`src/hw/vision_pkg.sv`:
```
`default_nettype none

package vision_pkg;

    // ======================================================================
    // Frame and kernel geometry
    // ======================================================================
    localparam int IMG_WIDTH  = 16;               // Input pixels per row
    localparam int IMG_HEIGHT = 8;                // Input rows per frame
    localparam int OUT_WIDTH  = IMG_WIDTH - 2;    // Interior columns only
    localparam int OUT_HEIGHT = IMG_HEIGHT - 2;   // Interior rows only

    localparam int KERNEL_H = 3;
    localparam int KERNEL_W = 3;
    localparam int KERNEL_N = KERNEL_H * KERNEL_W;   // Taps per window

    // Raster counter widths
    localparam int COL_W     = $clog2(IMG_WIDTH);
    localparam int ROW_W     = $clog2(IMG_HEIGHT);
    localparam int OUT_COL_W = $clog2(OUT_WIDTH);
    localparam int OUT_ROW_W = $clog2(OUT_HEIGHT);

    // ======================================================================
    // Arithmetic
    // ======================================================================
    localparam int PIX_W  = 8;     // Grey level width
    localparam int W_FRAC = 0;     // Accumulator right shift
    localparam int ACC_W  = 20;    // Room for nine 9x8 signed products

    // ======================================================================
    // Detection
    // ======================================================================
    localparam int NUM_LANES      = 3;
    localparam int COUNT_W        = 8;    // Saturating counts
    localparam int MIN_RUN_LENGTH = 4;    // Shortest white run that counts as a stripe
    localparam int MIN_STRIPES    = 3;    // Long runs needed per frame
    localparam int RUN_W          = $clog2(OUT_WIDTH + 1);

    // Lane 0 loosest, lane 2 strictest
    localparam logic [NUM_LANES-1:0][PIX_W-1:0] LANE_THRESHOLD = {8'd220, 8'd180, 8'd128};

    // One grey pixel on either stream
    typedef struct packed {
        logic [PIX_W-1:0] value;   // Unsigned
    } pixel_t;

    typedef logic signed [PIX_W-1:0] coef_t;

    // Row-major, index row*KERNEL_W + col, index 0 is top left
    typedef struct packed {
        coef_t [KERNEL_N-1:0] coef;
    } kernel_t;

    // Per-lane frame verdict
    typedef struct packed {
        logic               detected;         // Enough long runs this frame
        logic [COUNT_W-1:0] long_run_count;
    } lane_result_t;

endpackage

`default_nettype wire

```
`src/hw/convolution_filter.sv`:
```
`timescale 1ns/100ps
`default_nettype none

module convolution_filter (
    input  logic                 clk,
    input  logic                 reset,
    // Camera side
    input  logic                 x_valid,
    output logic                 x_ready,
    input  vision_pkg::pixel_t   x_data,
    // Coefficients, held by the caller
    input  vision_pkg::kernel_t  kernel,
    // Filtered side
    output logic                 y_valid,
    input  logic                 y_ready,
    output vision_pkg::pixel_t   y_data
);
    import vision_pkg::*;

    localparam logic signed [ACC_W-1:0] PIX_MAX = ACC_W'((1 << PIX_W) - 1);   // 255

    logic                    shift_en;      // Input beat accepted
    pixel_t [KERNEL_N-1:0]   window;
    logic                    window_full;   // This beat closes an interior window
    logic signed [ACC_W-1:0] acc;
    logic signed [ACC_W-1:0] scaled;
    pixel_t                  filtered;

    // ======================================================================
    // Handshake
    // ======================================================================
    assign x_ready  = !y_valid || y_ready;   // Output slot empty or draining
    assign shift_en = x_valid && x_ready;

    line_window u_line_window (
        .clk         (clk),
        .reset       (reset),
        .shift_en    (shift_en),
        .pixel       (x_data),
        .window      (window),
        .window_full (window_full)
    );

    // ======================================================================
    // Multiply-accumulate
    // ======================================================================
    always_comb begin
        logic signed [ACC_W-1:0] prod;
        acc = '0;
        for (int i = 0; i < KERNEL_N; i++) begin
            // Pixel as positive signed, coefficient already signed
            prod = $signed({1'b0, window[i].value}) * $signed(kernel.coef[i]);
            acc  = acc + prod;
        end
    end

    assign scaled = acc >>> W_FRAC;            // Keeps sign

    // Clamp to grey range
    always_comb begin
        if (scaled < 0) begin
            filtered.value = '0;
        end else if (scaled > PIX_MAX) begin
            filtered.value = '1;               // Saturate at 255
        end else begin
            filtered.value = scaled[PIX_W-1:0];
        end
    end

    // ======================================================================
    // Output register
    // ======================================================================
    always_ff @(posedge clk) begin
        if (reset) begin
            y_valid <= 1'b0;
        end else if (window_full) begin
            y_valid <= 1'b1;                   // New pixel next cycle
        end else if (y_ready) begin
            y_valid <= 1'b0;                   // Drained, nothing new
        end
    end

    always_ff @(posedge clk) begin
        if (window_full) begin
            y_data <= filtered;                // Held while stalled
        end
    end

endmodule

`default_nettype wire

```
`src/hw/crossing_vote.sv`:
```
`timescale 1ns/100ps
`default_nettype none

module crossing_vote (
    input  logic                                                 clk,
    input  logic                                                 reset,
    input  logic                                                 lane_valid,
    input  vision_pkg::lane_result_t [vision_pkg::NUM_LANES-1:0] lanes,
    output logic                                                 crossing_detected,
    output logic [vision_pkg::COUNT_W-1:0]                       long_run_count,
    output logic                                                 detection_valid
);
    import vision_pkg::*;

    logic               majority;   // Two of three lanes agree
    logic [COUNT_W-1:0] lo_ab;
    logic [COUNT_W-1:0] hi_ab;
    logic [COUNT_W-1:0] lo_hi_c;
    logic [COUNT_W-1:0] median;

    assign majority = (lanes[0].detected && lanes[1].detected)
                   || (lanes[0].detected && lanes[2].detected)
                   || (lanes[1].detected && lanes[2].detected);

    // Median of three as max(min(a,b), min(max(a,b),c))
    always_comb begin
        lo_ab   = (lanes[0].long_run_count < lanes[1].long_run_count) ?
                  lanes[0].long_run_count : lanes[1].long_run_count;
        hi_ab   = (lanes[0].long_run_count < lanes[1].long_run_count) ?
                  lanes[1].long_run_count : lanes[0].long_run_count;
        lo_hi_c = (hi_ab < lanes[2].long_run_count) ? hi_ab : lanes[2].long_run_count;
        median  = (lo_ab > lo_hi_c) ? lo_ab : lo_hi_c;
    end

    // ======================================================================
    // Frame result register
    // ======================================================================
    always_ff @(posedge clk) begin
        if (reset) begin
            crossing_detected <= 1'b0;
            long_run_count    <= '0;
            detection_valid   <= 1'b0;
        end else begin
            detection_valid <= lane_valid;       // One cycle behind the lanes
            if (lane_valid) begin
                crossing_detected <= majority;   // Held until next frame
                long_run_count    <= median;
            end
        end
    end

endmodule

`default_nettype wire

```
`src/hw/line_window.sv`:
```
`timescale 1ns/100ps
`default_nettype none

module line_window (
    input  logic                                           clk,
    input  logic                                           reset,
    input  logic                                           shift_en,
    input  vision_pkg::pixel_t                             pixel,
    output vision_pkg::pixel_t [vision_pkg::KERNEL_N-1:0]  window,
    output logic                                           window_full
);
    import vision_pkg::*;

    // ======================================================================
    // Storage
    // ======================================================================
    pixel_t row_buf_1 [IMG_WIDTH];    // Previous row, r-1
    pixel_t row_buf_2 [IMG_WIDTH];    // Oldest row, r-2
    pixel_t above_1;                  // Column read of row r-1
    pixel_t above_2;                  // Column read of row r-2

    // Two older columns per window row, [row][0] is leftmost
    pixel_t [KERNEL_H-1:0][KERNEL_W-2:0] taps;

    logic [COL_W-1:0] col;            // Column of the incoming pixel
    logic [ROW_W-1:0] row;            // Row of the incoming pixel
    logic             last_col;
    logic             last_row;

    assign above_1 = row_buf_1[col];
    assign above_2 = row_buf_2[col];

    // Window as seen by this shift, newest column taken live
    always_comb begin
        pixel_t [KERNEL_H-1:0] live;
        live[0] = above_2;            // Oldest row on top
        live[1] = above_1;
        live[2] = pixel;
        for (int r = 0; r < KERNEL_H; r++) begin
            for (int c = 0; c < KERNEL_W - 1; c++) begin
                window[r*KERNEL_W + c] = taps[r][c];
            end
            window[r*KERNEL_W + KERNEL_W - 1] = live[r];
        end
    end

    assign last_col = (col == COL_W'(IMG_WIDTH - 1));
    assign last_row = (row == ROW_W'(IMG_HEIGHT - 1));

    // Interior only, so no padding at the borders
    assign window_full = shift_en
                      && (row >= ROW_W'(KERNEL_H - 1))
                      && (col >= COL_W'(KERNEL_W - 1));

    // ======================================================================
    // Raster position
    // ======================================================================
    always_ff @(posedge clk) begin
        if (reset) begin
            col <= '0;                                  // Back to frame start
            row <= '0;
        end else if (shift_en) begin
            if (last_col) begin
                col <= '0;
                row <= last_row ? '0 : row + 1'b1;      // Wrap at frame end
            end else begin
                col <= col + 1'b1;
            end
        end
    end

    // Line buffers move one row down at this column
    always_ff @(posedge clk) begin
        if (shift_en) begin
            row_buf_2[col] <= above_1;
            row_buf_1[col] <= pixel;
        end
    end

    // Shift window left by one column
    always_ff @(posedge clk) begin
        if (shift_en) begin
            for (int r = 0; r < KERNEL_H; r++) begin
                for (int c = 0; c < KERNEL_W - 2; c++) begin
                    taps[r][c] <= taps[r][c+1];
                end
                taps[r][KERNEL_W-2] <= window[r*KERNEL_W + KERNEL_W - 1];
            end
        end
    end

endmodule

`default_nettype wire

```
`src/hw/pattern_recognition.sv`:
```
`timescale 1ns/100ps
`default_nettype none

module pattern_recognition (
    input  logic                           clk,
    input  logic                           reset,
    // Camera stream
    input  logic                           x_valid,
    output logic                           x_ready,
    input  vision_pkg::pixel_t             x_data,
    // Filter coefficients
    input  vision_pkg::kernel_t            kernel,
    // Filtered stream
    output logic                           y_valid,
    input  logic                           y_ready,
    output vision_pkg::pixel_t             y_data,
    // Frame verdict
    output logic                           crossing_detected,
    output logic [vision_pkg::COUNT_W-1:0] long_run_count,
    output logic                           detection_valid
);
    import vision_pkg::*;

    logic                         beat;           // Filtered pixel taken downstream
    lane_result_t [NUM_LANES-1:0] lane_results;
    logic [NUM_LANES-1:0]         lane_valid;     // All lanes pulse together

    // ======================================================================
    // 3x3 filter
    // ======================================================================
    convolution_filter u_filter (
        .clk     (clk),
        .reset   (reset),
        .x_valid (x_valid),
        .x_ready (x_ready),
        .x_data  (x_data),
        .kernel  (kernel),
        .y_valid (y_valid),
        .y_ready (y_ready),
        .y_data  (y_data)
    );

    assign beat = y_valid && y_ready;   // Lanes only watch, never stall

    // ======================================================================
    // Detector lanes and vote
    // ======================================================================
    for (genvar i = 0; i < NUM_LANES; i++) begin : g_lane
        stripe_detector #(
            .LANE (i)                   // Own whiteness threshold
        ) u_lane (
            .clk          (clk),
            .reset        (reset),
            .beat         (beat),
            .pixel        (y_data),
            .result       (lane_results[i]),
            .result_valid (lane_valid[i])
        );
    end

    crossing_vote u_vote (
        .clk               (clk),
        .reset             (reset),
        .lane_valid        (lane_valid[0]),
        .lanes             (lane_results),
        .crossing_detected (crossing_detected),
        .long_run_count    (long_run_count),
        .detection_valid   (detection_valid)
    );

endmodule

`default_nettype wire

```
`src/hw/stripe_detector.sv`:
```
`timescale 1ns/100ps
`default_nettype none

module stripe_detector #(
    parameter int LANE = 0                       // Selects the lane threshold
) (
    input  logic                      clk,
    input  logic                      reset,
    input  logic                      beat,          // Filtered pixel transferred
    input  vision_pkg::pixel_t        pixel,
    output vision_pkg::lane_result_t  result,
    output logic                      result_valid
);
    import vision_pkg::*;

    localparam logic [PIX_W-1:0] THRESHOLD = LANE_THRESHOLD[LANE];

    // ======================================================================
    // State
    // ======================================================================
    logic [OUT_COL_W-1:0] col;         // Output raster position
    logic [OUT_ROW_W-1:0] row;
    logic [RUN_W-1:0]     run;         // White pixels so far in current run
    logic [COUNT_W-1:0]   count;       // Long runs this frame

    logic                 is_white;
    logic                 last_col;
    logic                 last_row;
    logic                 last_pixel;
    logic [RUN_W-1:0]     closed_len;  // Length if the run ends here
    logic                 run_closes;
    logic                 long_run;
    logic [COUNT_W-1:0]   count_next;

    assign is_white   = (pixel.value >= THRESHOLD);
    assign last_col   = (col == OUT_COL_W'(OUT_WIDTH - 1));
    assign last_row   = (row == OUT_ROW_W'(OUT_HEIGHT - 1));
    assign last_pixel = last_col && last_row;

    // Run ends on a dark pixel, or at row end with this pixel included
    assign closed_len = is_white ? run + 1'b1 : run;
    assign run_closes = !is_white || last_col;
    assign long_run   = run_closes && (closed_len >= RUN_W'(MIN_RUN_LENGTH));

    // Saturates at all ones
    assign count_next = (long_run && (count != '1)) ? count + 1'b1 : count;

    // ======================================================================
    // Run and frame tracking
    // ======================================================================
    always_ff @(posedge clk) begin
        if (reset) begin
            col          <= '0;
            row          <= '0;
            run          <= '0;
            count        <= '0;
            result_valid <= 1'b0;
        end else begin
            result_valid <= 1'b0;                       // Single cycle pulse
            if (beat) begin
                if (last_col) begin
                    col <= '0;
                    row <= last_row ? '0 : row + 1'b1;
                    run <= '0;                          // Runs never span rows
                end else begin
                    col <= col + 1'b1;
                    run <= is_white ? run + 1'b1 : '0;
                end
                count        <= last_pixel ? '0 : count_next;   // Fresh frame
                result_valid <= last_pixel;
            end
        end
    end

    // Frame verdict, includes a run closing on the last pixel
    always_ff @(posedge clk) begin
        if (beat && last_pixel) begin
            result.detected       <= (count_next >= COUNT_W'(MIN_STRIPES));
            result.long_run_count <= count_next;
        end
    end

endmodule

`default_nettype wire

```
`config.mk`:
```
export PLATFORM = sky130hd
export DESIGN_NAME = pattern_recognition
export DESIGN_NICKNAME = d
export VERILOG_FILES = /design/src/hw/vision_pkg.sv /design/src/hw/convolution_filter.sv /design/src/hw/crossing_vote.sv /design/src/hw/line_window.sv /design/src/hw/pattern_recognition.sv /design/src/hw/stripe_detector.sv
export SDC_FILE = /design/constraint.sdc
export NUM_CORES = 2
export LEC_CHECK = 0
export BUFFER_PORTS_ARGS = -buffer_cell sky130_fd_sc_hd__buf_4
export CAP_MARGIN = 40
export CORE_MARGIN = 2
export CORE_UTILIZATION = 40
export CTS_CLUSTER_SIZE = 24
export DETAILED_ROUTE_END_ITERATION = 10
export SYNTH_ARGS = -nofsm -noshare
export SYNTH_HDL_FRONTEND = slang
export SYNTH_SLANG_ARGS = --single-unit
```
`constraint.sdc`:
```
create_clock -name clk -period 22.9 [get_ports clk]
set_input_delay 2.29 -clock clk [delete_from_list [all_inputs] [get_ports clk]]
set_output_delay 2.29 -clock clk [all_outputs]
set_load 0.01 [all_outputs]
```
Word level (Yosys, flattened, before mapping)
Memories as Yosys holds them, arrays and structs flattened. A register that Yosys moved wholly into a read port is not among the register bits.
Index checks and enable logic that the tools add are counted.
{"block": "totals", "register_bits": 159, "ram_bits": 256, "in_bits": 84, "output_inout_bits": 20, "elab_cells": 164, "memories": 2}
{"name": "u_filter.u_line_window.row_buf_1", "depth": 16, "word_bits": 8, "rd": 1, "rd_clocked_by_memory_dff": 1, "wr": 1, "line_no": "line_window.sv:17", "source": "pixel_t row_buf_1 [IMG_WIDTH];"}
{"name": "u_filter.u_line_window.row_buf_2", "depth": 16, "word_bits": 8, "rd": 1, "rd_clocked_by_memory_dff": 1, "wr": 1, "line_no": "line_window.sv:18", "source": "pixel_t row_buf_2 [IMG_WIDTH];"}
{"block": "op_classes", "addsub": 22, "mul": 9, "n_lt_le_gt_ge": 16, "n_eq_ne": 11, "n_mux": 36, "bitwise_logic": 1, "n_reduce_logical": 35}
{"op": "9-bit by 8-bit multiplier with 17-bit output", "count": 9}
{"op": "20-bit adder", "count": 7}
{"op": "8-bit 2-to-1 mux", "count": 11}
{"op": "4-bit 2-to-1 mux", "count": 17}
{"op": "4-bit by 1-bit adder with 4-bit output (second input constant)", "count": 7}
{"op": "8-bit by 1-bit adder with 8-bit output (second input constant)", "count": 3}
{"op": "8-bit by 2-bit >= comparator with 1-bit output (second input constant)", "count": 3}
{"op": "8-bit >= comparator (second input constant)", "count": 3}
{"op": "8-bit != test (second input constant)", "count": 3}
{"op": "20-bit by 17-bit adder with 20-bit output", "count": 1}
{"op": "20-bit by 9-bit greater-than comparator with 1-bit output (second input constant)", "count": 1}
{"op": "20-bit by 1-bit < comparator with 1-bit output (second input constant)", "count": 1}
{"op": "1-bit logical AND", "count": 19}
{"op": "4-bit equality test (second input constant)", "count": 4}
{"op": "8-bit < comparator", "count": 2}
{"op": "3-bit by 1-bit adder with 3-bit output (second input constant)", "count": 4}
{"op": "3-bit equality test (second input constant)", "count": 4}
{"op": "4-bit by 3-bit >= comparator with 1-bit output (second input constant)", "count": 3}
{"op": "3-bit 2-to-1 mux", "count": 4}
{"op": "8-bit greater-than comparator", "count": 1}
{"op": "2-bit AND reduction", "count": 4}
{"op": "1-bit logical OR", "count": 6}
{"op": "4-bit by 2-bit >= comparator with 1-bit output (second input constant)", "count": 1}
{"op": "1-bit logical NOT", "count": 4}
{"op": "5 further kinds", "count": 8}

Depth between registers and ports, before layout
{"block": "depth", "ltp_word": 11, "mapped_depth": 45, "mapped_depth_nobuf": 43}

By module
From an unflattened synthesis, not the netlist that was laid out.
{"block": "hier_totals", "cells_unflattened": 3543, "hier_area_um2": 40058.4}
{"module": "convolution_filter", "instances": 1, "cells_each": 2326, "area_each_um2": 22101.2, "seq_area_each_um2": 260.2}
{"module": "line_window", "instances": 1, "cells_each": 516, "area_each_um2": 11703.7, "seq_area_each_um2": 9349.0}
{"module": "stripe_detector at g_lane[1].u_lane", "instances": 1, "cells_each": 184, "area_each_um2": 1696.6, "seq_area_each_um2": 670.6}
{"module": "crossing_vote", "instances": 1, "cells_each": 184, "area_each_um2": 1521.5, "seq_area_each_um2": 200.2}
{"module": "stripe_detector at g_lane[2].u_lane", "instances": 1, "cells_each": 167, "area_each_um2": 1515.2, "seq_area_each_um2": 670.6}
{"module": "stripe_detector at g_lane[0].u_lane", "instances": 1, "cells_each": 165, "area_each_um2": 1514.0, "seq_area_each_um2": 670.6}
{"module": "pattern_recognition", "instances": 1, "cells_each": 1, "area_each_um2": 6.3, "seq_area_each_um2": 0.0}

Least setup slack after synthesis
Ideal clock, no wire load.
{"block": "synth_path", "path_type": "input -> register", "start": "in kernel[18] (netlist bit)", "end": "reg u_filter.y_data[0] (netlist name)", "setup_ns": 0.279, "t_arrival_ns": 10.840, "slack_ns": 11.782, "stages": 33, "n_path_buf": 0, "cell_sequence": "and2_1 -> fa_1 -> inv_1 -> fa_1 -> inv_1 -> fa_1 -> inv_1 -> fa_1 -> inv_1 -> ha_1 -> a21oi_1 -> nor2b_1 -> o21ai_0 -> nand2b_1 -> xnor2_1 -> fa_1 -> fa_1 -> fa_1 -> fa_1 -> inv_1 -> fa_1 -> inv_1 -> fa_1 -> inv_1 -> ha_1 -> a21o_1 -> a21oi_1 -> o32ai_1 -> or4_4 -> a211oi_2 -> o2111ai_1 -> nor3_4 -> a21oi_1"}
{"block": "synth_via", "elab_chain_len": 10, "elab_cells_between_ends": 11}
{"element": "from (decl)", "line_no": "pattern_recognition.sv:12", "source": "input vision_pkg::kernel_t kernel,"}
{"element": "9-bit by 8-bit multiplier with 17-bit output (*)", "line_no": "convolution_filter.sv:52", "source": "prod = $signed({1'b0, window[i].value}) * $signed(kernel.coef[i]);"}
{"element": "20-bit adder (*) (6 in a row)", "line_no": "convolution_filter.sv:53", "source": "acc = acc + prod;"}
{"element": "20-bit by 17-bit adder with 20-bit output (*)", "line_no": "convolution_filter.sv:53"}
{"element": "20-bit by 9-bit greater-than comparator with 1-bit output", "line_no": "convolution_filter.sv:63", "source": "end else if (scaled > PIX_MAX) begin"}
{"element": "8-bit 2-to-1 mux", "line_no": "convolution_filter.sv:63"}
Mark *: on every way between the ends. The rest lies on a longest branch, timed or not.
A chain may end at the register's enable or synchronous reset.

==> out/results.ini <==
[outcome]
status=complete, no violations

[clocking]
cts.repair.resized=0
clockBufferDepth=3
clock_latency_ns=0.62
cts_tree=done
postCtsSetupRepairBufs=0
cts_hold_buf=0
cts_buffers=49
clock-sinks=419
root_buffer=clkbuf_16
cts.htree.levels=2
clkTransAtPathRegs_ns=0.06

[timing]
setup_viol=0
setup_ws_ns=10.83
fin_tns_setup_ns=0
maxSlewHeadroom_pct=43.7
finalHoldViolations=0
period_share_pct=52.7
worst_pin_slew_ns=0.842
clock_skew_ns=0.0424
max_freq_mhz=82.9
finalCriticalPeriod_ns=12.07
drv_slew=0
rsz0062_at_grt=false

[critical_path]
cp_max_fo=30
slowest_stage=dfxtp_4
cpMostUsedCell=fa_1
r2r_end=u_filter.y_data[0]
critPathCaptureType=flip-flop
worstPathArrival_ns=12.40
startpoint_type=flip-flop
crit_path_max_incr_delay_ns=0.63
critPathKind=reg -> reg
r2r_cells=37
rrSetupSlack_ns=10.83
critPathRequiredTime_ns=23.23

[detailed_routing]
drt_pass1_iterations=7
route.detailed.drc=0
vias=26400
postRouteAntennaNets=0
drt_wl_total_um=95100
avgRoutedWirePerCell_um=17.9
viasPerCell=4.97
drt_iter0_markers=1731

[place]
place_ws_ns=10.75
hpwl_um=74800
portBuffers=103
gp_congestion=0.880
dpl-instance-area_um2=43100

[layout]
drive_gt1_share_pct=8.29
area_growth_pct=10.5
stdcell_area_um2=44800
finalNetCount=4906
utilization_pct=44.6
fillCellCount=9434
regArea_um2=11800
multi_input_comb_area_um2=25700

[die]
core_um2=100000
dieArea_um2=104000
initial_core_util_pct=40.4
die_y_um=322
die_x_um=322
io_pins=104
fp-row-count=116

[yosys]
synth_common_cells=inv_1, fa_1, ha_1, edfxtp_1, nand2_1
synth.distinct_cells=80
syn_area_per_cell_um2=10.8
synth_edf_count=339
synth_area_leaders=edfxtp_1, fa_1, ha_1
yosysTopAreaCellShare_pct=25.1
async_flop_share_pct=0
synth-seq-cells=419
post-synth-top-area-cell=edfxtp_1
netlist_instances=3765
syn-num-nets=4764
ys_seq_area_share_pct=29.1
yosys_warnings=0
synth.most_common_cell=inv_1
synth_top_flop_cell=edfxtp_1
synthesis.area_um2=40500

[global_routing]
grt_pass1_vias=27100
grt_overflow=0
grt_max_degree=77
grt_antenna_before_repair=5
grt_pass1_wl_um=154000
grt_usage_pct=19.0

[worst_hold_path]
worstHoldPathType=reg -> reg
worst_hold_path.endpoint=g_lane[2].u_lane.run[3]
whs_path_depth=2
min_from=g_lane[2].u_lane.run[3]

[job]
drv_cap=0

## kinds of logic after synthesis
group	Yosys count	synth area share (%)
AOI/OAI and AO/OA	370	5.85
xor gates and xnor gates	139	3.00
adders and majority gates	915	36.9
buffers and inverters	815	7.59
DFF	419	29.1
muxes	97	4.90
and+or+nand+nor	1010	12.7
## how the worst max path moves through the flow
stage	depth (start not counted)	slack, ns	end	from
after floorplan	33	11.78	u_filter.y_data[0]	kernel[18]
after global placement	36	10.66	u_filter.y_data[6]	flip-flop
after detailed placement	38	10.75	u_filter.y_data[3]	flip-flop
after CTS	37	10.76	u_filter.y_data[3]	flip-flop
after global routing	37	10.12	u_filter.y_data[1]	flip-flop
final	37	10.83	u_filter.y_data[0]	flip-flop
## area by class of cell
cell class / count / area share (%)
clock buffers: 65 / 2.97
well taps: 1357 / 3.79
flip-flops and latches: 419 / 26.3
inverters: 769 / 6.45
diodes: 3 / 0.0168
multi-input cells: 2531 / 57.4
clock inverters: 24 / 0.676
repair buffers: 137 / 2.40
## through the flow
step | instances | hold WS, ns
finish | 5305 | 0.471
detailed placement | 5213 | 0.462
global route | 5304 | 0.509
global placement | 5204 | 0.456
floorplan | 3765 | 0.439
CTS | 5302 | 0.471
## per-layer routing
metal / track usage, % / wire length, um
met4: 4.75 / 2300
met5: 0 / 26
met3: 2.47 / 4730
met2: 30.2 / 43000
met1: 27.6 / 45100
## sequential cells by signal, summed over array words and instances (netlist names), named ones only
signal and flops:
u_filter.u_line_window.window 48, g_lane.u_lane.count 24, u_filter.y_valid 1, g_lane.u_lane.col 12, g_lane.u_lane.row 9, g_lane.u_lane.run 12
u_filter.y_data 8, u_vote.detection_valid 1, g_lane.u_lane.result_valid 1, u_vote.crossing_detected 1, u_vote.long_run_count 8, g_lane.u_lane.result 27
u_filter.u_line_window.row 3, u_filter.u_line_window.row_buf_2 128, u_filter.u_line_window.col 4, u_filter.u_line_window.row_buf_1 128
## cell usage in the layout (no fill, tap or decap), types with 6 or more instances in the layout
| cell type | n |
|---|---|
| nand2_1 | 319 |
| a22oi_1 | 13 |
| mux4_2 | 80 |
| a211o_1 | 6 |
| a41oi_1 | 12 |
| edfxtp_1 | 339 |
| a311oi_1 | 7 |
| o211ai_1 | 15 |
| o21a_1 | 18 |
| or3_1 | 13 |
| buf_4 | 130 |
| nand2b_1 | 67 |
| and3_1 | 6 |
| nand3_1 | 33 |
| o32a_1 | 6 |
| nor2b_1 | 21 |
| nor2_1 | 147 |
| fa_1 | 465 |
| a21oi_1 | 135 |
| inv_1 | 769 |
| mux2i_1 | 10 |
| or4_1 | 6 |
| o21ai_0 | 63 |
| a21o_1 | 27 |
| and2_1 | 305 |
| xnor2_1 | 92 |
| mux2_2 | 6 |
| nand4_1 | 12 |
| a211oi_1 | 11 |
| clkbuf_1 | 13 |
| clkbuf_16 | 50 |
| ha_1 | 450 |
| nor3_1 | 47 |
| bufinv_16 | 6 |
| xor2_1 | 47 |
| dfxtp_1 | 78 |
| a31oi_1 | 10 |
## critical path: cells and delay by family, from the launching register on
kind                       cells  cell delay, ns
AOI/OAI and AO/OA              8            1.52
adders and majority gates     12            5.86
xor gates and xnor gates       1            0.28
DFF                            1            0.63
and+or+nand+nor                5            1.30
muxes                          2            1.16
buffers and inverters          9            1.00
Power is left out: the tool's default activity adds up to more than one toggle a clock period on the data nets, which glitch-free logic cannot reach.
